`src/vec_mem_pkg.sv`:
```
/*
 * Memory side definitions
 * RAM geometry, download stream, file index codes,
 * load offsets and post-load erase constants
 */
package vec_mem_pkg;

	// 512 KB array, main RAM in bank 0 plus E-disk banks
	localparam int RAM_AW    = 19;
	localparam int RAM_WORDS = 524288;
	localparam int ED_PAGE_W = 3;

	// Byte stream from the file download source
	typedef struct packed {
		logic        active;
		logic        wr;
		logic [7:0]  index;
		logic [24:0] addr;
		logic [7:0]  data;
	} dl_req_t;

	// File type codes
	localparam logic [7:0] IDX_ROM = 8'h01;
	localparam logic [7:0] IDX_COM = 8'h41;
	localparam logic [7:0] IDX_C00 = 8'h81;
	localparam logic [7:0] IDX_EDD = 8'hC1;

	// Where each file type lands in the array
	localparam logic [24:0] OFS_ROM = 25'h0000100;
	localparam logic [24:0] OFS_COM = 25'h0000100;
	localparam logic [24:0] OFS_C00 = 25'h0000000;
	localparam logic [24:0] OFS_EDD = 25'h0010000;

	// Erase wraps inside bank 0 and stops at the load start
	localparam logic [RAM_AW-1:0] ERASE_MASK = 19'h0FFFF;
	localparam logic [RAM_AW-1:0] ERASE_END  = 19'h00100;
	localparam int                ERASE_DIV  = 2;

endpackage

```
`src/vec_bus_pkg.sv`:
```
/*
 * CPU bus definitions
 * Status word, bus cycle and RAM request structs,
 * joystick control byte views and the I/O port map
 */
package vec_bus_pkg;
	import vec_mem_pkg::*;

	// 8080 status byte, latched at SYNC
	typedef struct packed {
		logic ram_read;
		logic io_read;
		logic m1;
		logic io_write;
		logic halt_ack;
		logic io_stack;
		logic write_n;
		logic int_ack;
	} status_word_t;

	// One CPU bus cycle
	typedef struct packed {
		logic         valid;
		logic         rd;
		logic         wr;
		status_word_t status;
		logic [15:0]  addr;
		logic [7:0]   wdata;
	} cpu_req_t;

	// Request into the shared RAM
	typedef struct packed {
		logic              valid;
		logic              we;
		logic [RAM_AW-1:0] addr;
		logic [7:0]        wdata;
	} ram_req_t;

	// Joystick control byte, whole or as a bit-set command
	typedef union packed {
		logic [7:0] raw;
		struct packed {
			logic       mode;
			logic [2:0] rsvd;
			logic [2:0] idx;
			logic       val;
		} cmd;
	} joy_ctl_u;

	// ----------------------------------------
	// Port map
	localparam logic [7:0] PORT_PPI_BASE = 8'h00;
	localparam logic [7:0] PORT_JOY_CTL  = 8'h04;
	localparam logic [7:0] PORT_JOY_SEL  = 8'h06;
	localparam logic [7:0] PORT_COVOX    = 8'h07;
	localparam logic [7:0] PORT_JOY_A    = 8'h0E;
	localparam logic [7:0] PORT_JOY_B    = 8'h0F;
	localparam logic [7:0] PORT_EDISK    = 8'h10;

	// Undriven data bus reads high
	localparam logic [7:0] BYTE_IDLE = 8'hFF;

endpackage

```
`src/vec_io_ports.sv`:
```
/*
 * I/O port block
 * Port decode, E-disk paging register, joystick
 * control and remap, covox register
 */
`timescale 1ns/1ps

module vec_io_ports
	import vec_bus_pkg::*;
(
	input  logic       clk_sys,
	input  logic       cold_reset,
	input  logic       io_wr_i,
	input  logic       io_rd_i,
	input  logic [7:0] io_addr_i,
	input  logic [7:0] io_wdata_i,
	input  logic [7:0] joy_a_i,
	input  logic [7:0] joy_b_i,
	output logic [7:0] io_rdata_o,
	output logic [7:0] ed_reg_o,
	output logic [7:0] covox_o
);

	joy_ctl_u   joy_ctl;
	joy_ctl_u   joy_cmd;
	logic [7:0] ed_reg, covox;
	logic [7:0] joy_pu, joy_pu_o, joy_a_o, joy_b_o, joy_p_o;

	// Inverted stick byte with the fire bits on top
	function automatic logic [7:0] stick_port(input logic [7:0] s);
		stick_port = ~{s[5], s[4], 2'b00, s[2], s[3], s[1], s[0]};
	endfunction

	assign joy_cmd = io_wdata_i;

	// ----------------------------------------
	// Write side
	always_ff @(posedge clk_sys) begin
		if (cold_reset) begin
			ed_reg      <= '0;
			joy_ctl.raw <= '0;
			covox       <= '0;
		end else if (io_wr_i) begin
			case (io_addr_i)
				PORT_EDISK:
					ed_reg <= io_wdata_i;
				PORT_COVOX:
					covox <= io_wdata_i;
				PORT_JOY_CTL | 8'h01:
					joy_ctl.raw <= joy_cmd.raw;
				PORT_JOY_CTL: begin
					// Mode bit set leaves the register alone
					if (!joy_cmd.cmd.mode)
						joy_ctl.raw[joy_cmd.cmd.idx] <= joy_cmd.cmd.val;
				end
				default: ;
			endcase
		end
	end

	assign ed_reg_o = ed_reg;
	assign covox_o  = covox;

	// ----------------------------------------
	// Joystick views
	assign joy_pu   = joy_a_i | joy_b_i;
	assign joy_pu_o = {joy_pu[3], joy_pu[0], joy_pu[2], joy_pu[1],
		joy_pu[4], joy_pu[5], 2'b00};
	assign joy_a_o  = stick_port(joy_a_i);
	assign joy_b_o  = stick_port(joy_b_i);

	always_comb begin
		case (joy_ctl.raw[6:5])
			2'b00:   joy_p_o = joy_a_o & joy_b_o;
			2'b01:   joy_p_o = joy_a_o;
			2'b10:   joy_p_o = joy_b_o;
			default: joy_p_o = BYTE_IDLE;
		endcase
	end

	// Bus floats high outside a read strobe
	always_comb begin
		io_rdata_o = BYTE_IDLE;
		if (io_rd_i) begin
			case (io_addr_i)
				PORT_JOY_CTL, PORT_JOY_CTL | 8'h01:
					io_rdata_o = 8'h00;
				PORT_JOY_SEL: io_rdata_o = joy_p_o;
				PORT_COVOX:   io_rdata_o = joy_pu_o;
				PORT_JOY_A:   io_rdata_o = joy_a_o;
				PORT_JOY_B:   io_rdata_o = joy_b_o;
				default:      io_rdata_o = BYTE_IDLE;
			endcase
		end
	end

endmodule

```
`config.mk`:
```
export PLATFORM = sky130hd
export DESIGN_NAME = vec_io_ports
export DESIGN_NICKNAME = d
export VERILOG_FILES = /design/src/vec_mem_pkg.sv /design/src/vec_bus_pkg.sv /design/src/vec_io_ports.sv
export SDC_FILE = /design/constraint.sdc
export NUM_CORES = 1
export LEC_CHECK = 0
export ABC_AREA = 1
export BUFFER_PORTS_ARGS = -buffer_cell sky130_fd_sc_hd__buf_2
export CORE_ASPECT_RATIO = 1.1
export CORE_MARGIN = 2
export CORE_UTILIZATION = 46
export CTS_CLUSTER_DIAMETER = 200
export DETAILED_ROUTE_END_ITERATION = 10
export GPL_TIMING_DRIVEN = 0
export PLACE_DENSITY_LB_ADDON = 0.1
export REMOVE_ABC_BUFFERS = 1
export SYNTH_ARGS = -nofsm -noshare
export SYNTH_HDL_FRONTEND = slang
export SYNTH_SLANG_ARGS = --single-unit
```
`constraint.sdc`:
```
create_clock -name clk_sys -period 1.2 [get_ports clk_sys]
set_input_delay 0.18 -clock clk_sys [delete_from_list [all_inputs] [get_ports clk_sys]]
set_output_delay 0.18 -clock clk_sys [all_outputs]
set_load 0.01 [all_outputs]
```
# After elaboration in Yosys (flattened, before gate mapping)
# Cells that the tools add are included.
dict set report totals {
  rom_bits 0
  register_bits 24
  output_inout_bits 24
  mem_count 0
  latch_bits 0
  ram_bits 0
  wordCells 34
  in_bits 36
}
dict set report op_classes {
  order_cmp 2
  mul 0
  muxes 8
  n_shift 0
  n_reduce_logical 7
  bitwise_logic 4
  div_mod_pow 0
  n_eq_ne 10
  add_sub_neg 0
}
# op count
set ops {}
lappend ops {{one-hot mux 8 bit (5 select lines)} 1}
lappend ops {{== test 8 x 3 -> 1 bit (second input constant)} 4}
lappend ops {{one-hot mux 8 bit (3 select lines)} 1}
lappend ops {{== test 8 x 4 -> 1 bit (second input constant)} 2}
lappend ops {{two-way mux 8 bit} 2}
lappend ops {{NOT 8 bit} 2}
lappend ops {{one-hot mux 8 bit (2 select lines)} 1}
lappend ops {{bitwise AND 8 bit} 1}
lappend ops {{bitwise mux 8 bit} 1}
lappend ops {{== test 8 x 5 -> 1 bit (second input constant)} 1}
lappend ops {{bitwise OR 6 bit} 1}
lappend ops {{less-than comparator 3 x 4 -> 1 bit (second input constant)} 1}
lappend ops {{AND reduction 2 bit} 2}
lappend ops {{demux 1 bit (select 3 bit)} 1}
lappend ops {{>= comparator 3 x 1 -> 1 bit (second input constant)} 1}
lappend ops {{AND reduction 3 bit} 1}
lappend ops {{== test 2 x 1 -> 1 bit (second input constant)} 1}
lappend ops {{== test 2 bit (second input constant)} 1}
lappend ops {{zero test 2 bit} 1}
lappend ops {{!= test 2 bit (second input constant)} 1}
lappend ops {{nonzero test 2 bit} 1}
lappend ops {{OR reduction 2 bit} 1}
lappend ops {{logical AND 1 bit} 1}
lappend ops {{two-way mux 1 bit} 1}

# Logic depth before layout (Yosys ltp)
# Gate-level depths: netlist (run 1).
dict set report logic_depth {
  word_depth 7
  ltp_mapped 9
}

# Worst setup path before layout (run 1)
# No wires, ideal clock.
dict set report synth_timing {
  kind {input to output}
  startpoint {input port io_addr_i[5]}
  endpoint {output port io_rdata_o[0]}
  t_arrival_ns 0.987
  slack_ns 0.033
  t_required_ns 1.020
  path_buffers 1
  cell_stages 7
  cell_sequence {inv_1 -> nand2_1 -> nor2_4 -> buf_6 -> nand3_4 -> or2_1 -> nand3_1}
}
dict set report synth_via {
  elab_chain_len 4
  elab_cells_between_ends 9
  cone_classes {eq/ne: 6; mux: 2; reduce/logical: 1}
}
# item line
set synth_rtl {}
lappend synth_rtl {{from (decl)} vec_io_ports.sv:15} ;# input logic [7:0] io_addr_i,
lappend synth_rtl {{== test 8 x 3 -> 1 bit} vec_io_ports.sv:85} ;# case (io_addr_i)
lappend synth_rtl {{OR reduction 2 bit} vec_io_ports.sv:85}
lappend synth_rtl {{one-hot mux 8 bit (5 select lines) *} vec_io_ports.sv:85}
lappend synth_rtl {{two-way mux 8 bit *} vec_io_ports.sv:84} ;# if (io_rd_i) begin
lappend synth_rtl {{to (decl)} vec_io_ports.sv:19} ;# output logic [7:0] io_rdata_o,
# Every way passes the cells marked *; elsewhere a longest branch is shown, timed or not.

# Final worst setup path (run 1)
dict set report layout_timing {
  startpoint {register joy_ctl[5] (netlist name)}
  endpoint {output port io_rdata_o[2]}
}
dict set report layout_via {
  elab_chain_len 4
  elab_cells_between_ends 6
  cone_classes {eq/ne: 2; mux: 3; reduce/logical: 1}
}
# item line
set layout_rtl {}
lappend layout_rtl {{from (decl)} vec_io_ports.sv:24} ;# joy_ctl_u joy_ctl;
lappend layout_rtl {{== test 2 bit (tied with other cells)} vec_io_ports.sv:73} ;# case (joy_ctl.raw[6:5])
lappend layout_rtl {{one-hot mux 8 bit (3 select lines) *} vec_io_ports.sv:73}
lappend layout_rtl {{one-hot mux 8 bit (5 select lines) *} vec_io_ports.sv:85}
lappend layout_rtl {{two-way mux 8 bit *} vec_io_ports.sv:84}
# Marked as above.

==> impl_metrics.yaml, run 1 <==
outcome:
  outcome: "complete, but fails checks"
  violated_checks: "negative setup slack"
placement:
  placement.io_buffers: 55
  placement.setup.worst_slack_ps: -425
  place.gp.congestion: 0.793
  dpl_cell_area_sq_mm: 0.00156
  dp.final_hpwl_microns: 2370
floorplanning:
  fp.dieW_microns: 53.9
  core_area_sq_mm: 0.00254
  starting_density: 0.495
  die_h_microns: 58.9
  rows: 19
  io_pins: 60
  area_of_the_die_sq_mm: 0.00317
run:
  maxCapViolations: 0
drt:
  route.antenna.remaining_nets: 0
  routed_wl_microns: 3340
  viasPerCell: 4.93
  via_count: 1479
  detailedRoute.firstPassIterationCount: 4
  avgRoutedWirePerCell_microns: 11.1
  remaining_drc_errors: 0
  initialDrtViolationCount: 35
synthesis:
  synth_area_leader_cell: "sky130_fd_sc_hd__dfxtp_1"
  synth-adder-area-share: 0
  postSynthRegisterBits: 18
  synth_warnings: 0
  synth.mux.area_fraction: 0
  postSynthCellCount: 203
  synth_compound_area_frac: 0.123
  ys_types: 24
  synth_top_area_share: 0.286
  mapped_area_sq_mm: 0.00126
  sequential_element_share_of_the_synthesized_area: 0.286
  yosys.area_share.xor_xnor: 0
  yosys-top-cells-area: "sky130_fd_sc_hd__dfxtp_1, sky130_fd_sc_hd__nand2_1, sky130_fd_sc_hd__nor2_1"
  synth.avg_cell_area_sq_um: 6.20
  synth_top_family_by_area: "simple AND/OR/NAND/NOR gates"
  synth_simple_gate_area_frac: 0.494
worst_setup_path:
  crit_type: "reg -> out"
  critical_path.endpoint_type: "output pin"
  cp_data_required_time_ps: 1020
  crit_path_max_fanout: 3
  arrival_worst_endpoint_ps: 1250
  worstSetupStartpointType: "flop"
clock_tree:
  cts.reportedPaths.clkPinSlew_ps: 100
  clk-insertion-delay-late_ps: 280
  tritoncts_num_sinks: 18
  cts_tree: "done"
  tritoncts.num_buffers: 3
  clockRootBuffer: "sky130_fd_sc_hd__clkbuf_4"
  h-tree-depth: 1
  hold_buffers: 0
  clock_tree.buffer_depth: 2
sta:
  setup_viol: 6
  setup_repair_after_global_routing_missed_its_margin: "true"
  hold_viol_final: 0
  finalClockSkew_ps: 0
  worst_slew_pin_slew_ps: 257
  final.period_utilization: 1.19
  worst_setup_slack_after_layout_ps: -227
  post-route-min-period_ps: 1430
  achievable-frequency_mhz: 701
  slew_violations: 0
  max-slew-margin-rel: 0.827
  fin_hold_ws_ps: 150
global_route:
  grt_first_pass_wirelength_microns: 5220
  pin_count_of_the_biggest_net_entering_global_routing: 11
  grt_util_met3: 0.0152
  met1_usage: 0.261
  globalRouteOverflowTotal: 0
  grt_busiest_layer: "met2"
  grt.met2_usage: 0.373
  grt_antenna_before_repair: 0
  grt_pass1_vias: 1298
  gr-usage-all-layers: 0.220
final_layout:
  n_fill_cell: 254
  num-nets-final: 306
  n_antenna_cell: 0
  drive_gt1_frac: 0.416
  areaGrowthSynthToFinish_pct: 40.5
  sequential_cell_area_sq_um: 368
  area_occupied_by_multi_input_gates_sq_um: 836
  finish.instance_area_sq_mm: 0.00177
pwr:
  power_per_cell_area_mw_per_mm2: 665
  fin_total_pwr_mw: 1.18
  static-leakage-power_nw: 0.835
  vdd_ir_drop_max_mv: 0.563
hold_path:
  hold_path.class: "in -> reg"
-- report_power, final --
group	leakage [nW]	switching, mW	internal, mW
clock	0.0210	0.175	0.185
sequential	0.147	0.000870	0.594
combinational	0.668	0.132	0.0889
-- per-layer routing --
layer  wire [microns]  vias up
met3              154       13
met4              138        0
met2             1620       55
met5                0        -
li1                 -      771
met1             1420      640
-- registers in the layout, summed over array words and instances (netlist names) --
name      count
covox_o       8
ed_reg_o      8
joy_ctl       2
-- what timing repair did --
action                                  4_1_cts  5_1_grt
resized for setup                            24       14
buffers inserted                              5        4
pin swaps                                    15        8
endpoints found under the setup margin        8        8
-- logic make-up (layout without fill, tap and decap cells) --
family,Yosys count,count (layout)
and+or+nand+nor,126,126
DFF,18,18
buffers and inverters,30,96
AOI/OAI and AO/OA,29,29
-- cell type report --
class,count,area share
clock buffers,4,0.0205
well taps,31,0.0219
inverters,28,0.0630
flip-flops and latches,18,0.208
multi-input cells,155,0.473
repair buffers,64,0.214
-- per-stage QoR --
stage / TNS (ps) / utilization / instances
after floorplan: -46.7 / - / 201
after global placement: -3300 / 0.612 / 287
after detailed placement: -3530 / 0.612 / 287
after CTS: -1120 / 0.665 / 296
after global routing: -1740 / 0.695 / 300
final: -1130 / 0.695 / 300
-- cell usage in the layout, fill, tap and decap left out, types with 5 or more instances in the layout --
| master | count |
|---|---|
| sky130_fd_sc_hd__buf_2 | 50 |
| sky130_fd_sc_hd__nand2_1 | 44 |
| sky130_fd_sc_hd__nor2_1 | 35 |
| sky130_fd_sc_hd__inv_1 | 18 |
| sky130_fd_sc_hd__dfxtp_1 | 16 |
| sky130_fd_sc_hd__nand3_1 | 13 |
| sky130_fd_sc_hd__o21ai_0 | 11 |
| sky130_fd_sc_hd__nand2_2 | 10 |
| sky130_fd_sc_hd__nor2_4 | 8 |
| sky130_fd_sc_hd__a21oi_1 | 8 |
| sky130_fd_sc_hd__buf_4 | 8 |
| sky130_fd_sc_hd__inv_2 | 7 |
| sky130_fd_sc_hd__buf_6 | 6 |
| sky130_fd_sc_hd__o21ai_1 | 5 |
-- critical path, stage by stage, from the launching register on --
cell and delay [ps]:
sky130_fd_sc_hd__dfxtp_4 380, sky130_fd_sc_hd__o22ai_2 140, sky130_fd_sc_hd__inv_1 60, sky130_fd_sc_hd__nand2_1 60
sky130_fd_sc_hd__nand2_1 70, sky130_fd_sc_hd__inv_1 60, sky130_fd_sc_hd__nand3_1 60, sky130_fd_sc_hd__buf_2 140
-- path summary, 6_finish.rpt --
path | start | endpoint | slack (ps) | cells past startpoint
max | joy_ctl[5] | io_rdata_o[2] | -230 | 7
min | io_wdata_i[4] | covox_o[4] | 150 | 3
max reg2reg | joy_ctl[5] | joy_ctl[5] | 300 | 6
min reg2reg | covox_o[6] | covox_o[6] | 470 | 2
-- Yosys cell counts --
cell type                  count
sky130_fd_sc_hd__inv_1        23
sky130_fd_sc_hd__nor2_4        5
sky130_fd_sc_hd__buf_1         1
sky130_fd_sc_hd__nor2_2        1
sky130_fd_sc_hd__o21ai_1       2
sky130_fd_sc_hd__buf_6         1
sky130_fd_sc_hd__a21oi_1       8
sky130_fd_sc_hd__clkinv_2      1
sky130_fd_sc_hd__nand3b_1      1
sky130_fd_sc_hd__nand3_2       2
sky130_fd_sc_hd__o22ai_1       2
sky130_fd_sc_hd__nor3_1        1
sky130_fd_sc_hd__nand3_1      13
sky130_fd_sc_hd__dfxtp_1      18
sky130_fd_sc_hd__nor3_2        1
sky130_fd_sc_hd__inv_2         4
sky130_fd_sc_hd__nand4_1       3
sky130_fd_sc_hd__nor2_1       39
sky130_fd_sc_hd__nand2_2       6
sky130_fd_sc_hd__or2_1         2
sky130_fd_sc_hd__a21oi_2       2
sky130_fd_sc_hd__nand2_1      49
sky130_fd_sc_hd__o21ai_0      15
sky130_fd_sc_hd__nand3_4       3
No activity file was read; power rests on OpenSTA's default activity.
==> run 2: changes to the inputs <==
- ABC_AREA: 1 -> 0
- ABC_CLOCK_PERIOD_IN_PS: default -> 1200
- CORE_UTILIZATION: 46 -> 44
- SKIP_CTS_REPAIR_TIMING: default -> 1
==> run 2 against run 1 <==
- the run still ends with negative setup slack left
- maximum frequency shrank 1.5%
- synthesized area shrank 11%
- wire length shrank 16%
- synthesized cell count shrank 34%
- register-to-register slack gained 150 ps
- sequential share of layout area grew 2.8 points
- die area shrank 6.0%
- sequential cell count is the same
- largest power group unchanged
- worst hold slack lost 9.5 ps
- cell count shrank 26%
- global-route usage shrank 2.9 points
- combinational power shrank 2%
==> impl_metrics.yaml, run 2 <==
synthesis:
  synth_edf_count: 0
  async_reset_ff_frac: 0
  cell_with_the_most_instances_after_synthesis: "sky130_fd_sc_hd__nor2_1"
  synth_warnings: 0
  sequential_element_share_of_the_synthesized_area: 0.320
  postSynthRegisterBits: 18
  yosys-top-cells-area: "sky130_fd_sc_hd__dfxtp_1, sky130_fd_sc_hd__mux2i_1, sky130_fd_sc_hd__nor2_1"
  synth.avg_cell_area_sq_um: 8.40
  ys_dominant_reg_cell: "sky130_fd_sc_hd__dfxtp_1"
  postSynthCellCount: 134
  synth_top_area_share: 0.320
  synth_top_cells_by_count: "sky130_fd_sc_hd__nor2_1, sky130_fd_sc_hd__mux2i_1, sky130_fd_sc_hd__dfxtp_1"
  mapped_area_sq_mm: 0.00113
  ys_types: 31
  synth_area_leader_cell: "sky130_fd_sc_hd__dfxtp_1"
worst_setup_path:
  crit_type: "in -> out"
  cp_max_delay_cell: "sky130_fd_sc_hd__or3_4"
  worstSetupStartpointType: "input pin"
  crit_buf_inv: 2
  ff2ff_path_depth: 2
  worst-path-stages: 6
  path_cells: "buf_6, or3_4, nor2_4, nand2_2, a211o_1, buf_2"
  arrival_worst_endpoint_ps: 1270
  critical_path.endpoint_type: "output pin"
  worst_path_largest_cell_delay_ps: 420
  crit_path_max_fanout: 3
  cp_data_required_time_ps: 1020
  path_delay_family: "simple AND/OR/NAND/NOR gates"
final_layout:
  finish.instance_area_sq_mm: 0.00156
  n_antenna_cell: 0
  layout_common_cells: "sky130_fd_sc_hd__buf_2, sky130_fd_sc_hd__mux2i_1, sky130_fd_sc_hd__nor2_1"
  drive_gt1_frac: 0.426
  final_common_cell: "sky130_fd_sc_hd__buf_2"
  areaGrowthSynthToFinish_pct: 38.6
  n_fill_cell: 228
  num-nets-final: 227
sta:
  slew_violations: 0
  finalClockSkew_ps: 0
  hold_viol_final: 0
  setup_viol: 22
  post-route-min-period_ps: 1450
  setup_repair_after_global_routing_missed_its_margin: "true"
  worst_slew_pin_slew_ps: 478
  achievable-frequency_mhz: 690
  max-slew-margin-rel: 0.679
  final.period_utilization: 1.21
  worst_setup_slack_after_layout_ps: -249
pwr:
  switching_power_uw: 287
  swShare: 0.246
  power_per_cell_area_mw_per_mm2: 749
  clock_power_share: 0.307
  seq_power_share: 0.509
  fin_total_pwr_mw: 1.17
  intPower_uw: 881
  static-leakage-power_nw: 0.691
  vdd_ir_drop_max_mv: 0.758
  combPwrFrac: 0.185
run:
  maxCapViolations: 0
global_route:
  globalRouteOverflowTotal: 0
  grt_pass1_vias: 1083
  gr-usage-all-layers: 0.191
  grt_antenna_before_repair: 0
  pin_count_of_the_biggest_net_entering_global_routing: 19
  grt_first_pass_wirelength_microns: 4490
clock_tree:
  tritoncts_num_sinks: 18
  cts.reportedPaths.clkPinSlew_ps: 100
  tritoncts.num_buffers: 3
  h-tree-depth: 1
  clockRootBuffer: "sky130_fd_sc_hd__clkbuf_4"
  clock_tree.buffer_depth: 2
  cts_tree: "done"
  clk-insertion-delay-late_ps: 280
hold_path:
  hold_path.class: "in -> reg"
  hold-path-cell-count: 3
placement:
  place.gp.congestion: 0.699
  dpl_cell_area_sq_mm: 0.00141
  dp.final_hpwl_microns: 2110
  placement.setup.worst_slack_ps: -564
  placement.io_buffers: 55
drt:
  detailedRoute.firstPassIterationCount: 4
  avgRoutedWirePerCell_microns: 12.6
  routed_wl_microns: 2800
  viasPerCell: 5.31
  remaining_drc_errors: 0
  via_count: 1174
  initialDrtViolationCount: 31
  route.antenna.remaining_nets: 0
outcome:
  violated_checks: "negative setup slack"
  outcome: "complete, but fails checks"
floorplanning:
  fp.dieW_microns: 52.2
  die_h_microns: 57.1
  io_pins: 60
  area_of_the_die_sq_mm: 0.00298
  starting_density: 0.455
  rows: 19
  core_area_sq_mm: 0.00247
## run 2: changes by cell type in the layout (fill, tap and decap cells not counted), sizes merged, moves of 3 or more
cell    before  now
a21oi       10    3
buf         64   57
o21ai       17   12
nor2        45   21
mux2i        0   20
nand4        3    0
nor2b        0    8
or3          0    7
nand2b       0    4
inv         27    2
a31oi        0    4
nand3       18    0
nand2       55    9
## run 2: through the flow
| step | instances | hold slack (ps) | util | TNS [ps] |
|---|---|---|---|---|
| floorplan | 127 | 252 | - | -4810 |
| global placement | 213 | 428 | 0.568 | -11880 |
| detailed placement | 213 | 441 | 0.568 | -12510 |
| CTS | 217 | 134 | 0.583 | -7070 |
| global route | 221 | 152 | 0.631 | -4940 |
| finish | 221 | 141 | 0.631 | -3590 |
## run 2: power groups by stage
stage | clock network [mW] | registers, mW | logic, mW
2_1_floorplan | 0 | 0.612 | 0.0800
3_3_place_gp | 0 | 0.612 | 0.180
3_5_place_dp | 0 | 0.612 | 0.188
4_1_cts | 0.372 | 0.599 | 0.188
5_1_grt | 0.398 | 0.595 | 0.238
6_report | 0.358 | 0.594 | 0.216
## run 2: logic make-up (layout without fill, tap and decap cells)
logic type,count (synthesis),after routing,share of synthesized area
compound gates,27,27,0.166
mux,21,21,0.188
buf+inv,10,66,0.0411
simple gates,58,58,0.286
flops,18,18,0.320
## run 2: final timing paths
| check | end | slack (ps) | start |
|---|---|---|---|
| worst max-delay path | io_rdata_o[4] | -250 | io_addr_i[6] |
| worst max register to register | joy_ctl[6] | 450 | joy_ctl[6] |
| worst min register to register | ed_reg_o[7] | 500 | ed_reg_o[7] |
| worst min-delay path | ed_reg_o[4] | 140 | io_wdata_i[4] |
## run 2: layer usage
metal	share of wire	routed length, microns	GRT usage	vias to the layer above
met5	0	0	0	-
met4	0.0068	19	0.0733	0
met3	0.053	149	0.00785	2
met2	0.53	1480	0.360	37
met1	0.41	1140	0.223	547
li1	-	-	-	588
## run 2: layout make-up
cell class | count | area, sq um | share of cell area
Clock buffer | 4 | 36.3 | 0.0233
Inverter | 3 | 15.0 | 0.00962
Multi-Input combinational cell | 106 | 748 | 0.480
Sequential cell | 18 | 368 | 0.236
Tap cell | 31 | 38.8 | 0.0249
Timing Repair Buffer | 58 | 349 | 0.224
Timing Repair inverter | 1 | 5.00 | 0.00321
## run 2: tightest hold or removal path: stages
cell and delay [ps]:
sky130_fd_sc_hd__buf_2 90, sky130_fd_sc_hd__mux2i_1 60, sky130_fd_sc_hd__nor2_1 70
==> run 3: changes to the inputs <==
- ABC_CLOCK_PERIOD_IN_PS: 1200 -> 1900
- CORE_UTILIZATION: 44 -> 48
- clock period: 1.2 -> 1.9 ns (I/O delays scaled with it)
==> run 3 against run 2 <==
- the flow now finishes without violations
- sequential share of layout area grew 1.1 points
- clock power down 37%
- worst setup slack gained 360 ps
- critical path depth did not move
- non-clock buffer count shrank 1
- total power down 38%
- worst hold slack better by 100 ps
- via count shrank 1.0%
- sequential cell count did not move
- cell count shrank 1.4%
- clock-buffer cell count did not move
- first-iteration DRC count is 65% lower
- critical endpoint is now io_rdata_o[6]
- largest power group unchanged
==> impl_metrics.yaml, run 3 (same netlist as run 2, synthesis figures left out) <==
final_layout:
  n_antenna_cell: 0
  final_common_cell: "sky130_fd_sc_hd__buf_2"
  area_occupied_by_multi_input_gates_sq_um: 719
  drive_gt1_frac: 0.372
  post_layout_nonfiller_instances: 218
  sequential_cell_area_sq_um: 360
  layout_common_cells: "sky130_fd_sc_hd__buf_2, sky130_fd_sc_hd__nor2_1, sky130_fd_sc_hd__mux2i_1"
  utilization: 0.654
  areaGrowthSynthToFinish_pct: 29.6
  num-nets-final: 225
  n_fill_cell: 212
  finish.instance_area_sq_mm: 0.00146
sta:
  final.setup.tns_ps: 0
  max-slew-margin-rel: 0.640
  finalClockSkew_ps: 0
  post-route-min-period_ps: 1790
  worst_slew_pin_slew_ps: 536
  slew_violations: 0
  final.period_utilization: 0.943
  setup_viol: 0
  worst_setup_slack_after_layout_ps: 108
  fin_hold_ws_ps: 244
  hold_viol_final: 0
  achievable-frequency_mhz: 558
floorplanning:
  rows: 18
  core_area_sq_mm: 0.00223
  area_of_the_die_sq_mm: 0.00275
  io_pins: 60
  die_h_microns: 54.8
  starting_density: 0.505
  fp.dieW_microns: 50.2
placement:
  dp_cells: 212
  placement.io_buffers: 55
  placement.setup.worst_slack_ps: -9.41
  dp.final_hpwl_microns: 2120
  dpl_cell_area_sq_mm: 0.00140
  place.gp.congestion: 0.739
hold_path:
  hp-start: "io_wdata_i[4]"
  hold_path.class: "in -> reg"
drt:
  avgRoutedWirePerCell_microns: 12.6
  met1Wirelength_microns: 1160
  dr_wl_met3_microns: 146
  remaining_drc_errors: 0
  wl_met2_microns: 1410
  topRoutingLayerUsed: "met4"
  initialDrtViolationCount: 11
  routed_wl_microns: 2740
  detailedRoute.firstPassIterationCount: 4
  route.antenna.remaining_nets: 0
  viasPerCell: 5.33
  via_count: 1162
worst_setup_path:
  crit_path_max_fanout: 12
  cp_max_delay_cell: "sky130_fd_sc_hd__or3_1"
  cp-startpoint: "io_addr_i[0]"
  path_cells: "clkbuf_4, clkinvlp_4, or3_1, a31oi_1, o21ai_0, buf_2"
  arrival_worst_endpoint_ps: 1510
  worstSetupStartpointType: "input pin"
  critical_path.endpoint_type: "output pin"
  worst_path_largest_cell_delay_ps: 400
  worstReg2RegStart: "joy_ctl[6]"
  crit_type: "in -> out"
  cp_data_required_time_ps: 1620
clock_tree:
  clockRootBuffer: "sky130_fd_sc_hd__clkbuf_4"
  clock_tree.buffer_depth: 2
  cts.reportedPaths.clkPinSlew_ps: 100
  tritoncts.num_buffers: 3
  cts_tree: "done"
  tritoncts_num_sinks: 18
  clk-insertion-delay-late_ps: 280
  h-tree-depth: 1
global_route:
  grt_first_pass_wirelength_microns: 4240
  pin_count_of_the_biggest_net_entering_global_routing: 19
  gr-usage-all-layers: 0.199
  grt_pass1_vias: 1010
  globalRouteOverflowTotal: 0
  grt_antenna_before_repair: 0
run:
  maxCapViolations: 0
pwr:
  vdd_ir_drop_max_mv: 0.610
  fin_total_pwr_uw: 726
  static-leakage-power_nw: 0.662
  power_per_cell_area_mw_per_mm2: 497
outcome:
  outcome: "finished clean"
## run 3: final cells by class
type	instances	share of cell area
sequential	18	0.247
multi-input combinational	106	0.493
clock buffer	4	0.0249
inverter	3	0.0103
tap	30	0.0257
timing repair buffer	57	0.199
## run 3: worst paths after layout
| path | endpoint | slack, ps | depth (start not counted) |
|---|---|---|---|
| min | covox_o[4] | 240 | 3 |
| max | io_rdata_o[6] | 110 | 6 |
| min reg2reg | ed_reg_o[3] | 500 | 2 |
| max reg2reg | joy_ctl[6] | 1040 | 2 |
## run 3: layer usage
layer	global-route usage	vias up
met4	0.0694	0
met2	0.382	35
met5	0	-
met3	0.0164	4
li1	-	588
met1	0.234	535
## run 3: power by group
part / leakage (nW) / switching, mW / internal [mW] / total [mW]
Combinational: 0.496 / 0.0669 / 0.0559 / 0.123
Sequential: 0.145 / 0.000449 / 0.377 / 0.378
Clock: 0.0210 / 0.108 / 0.117 / 0.225
Total: 0.662 / 0.176 / 0.550 / 0.726
## run 3: worst max-delay path, delay by kind of cell
kind                   cells  cell delay, ps
AOI/OAI and AO/OA          2             270
buffers and inverters      3             540
and+or+nand+nor            1             400
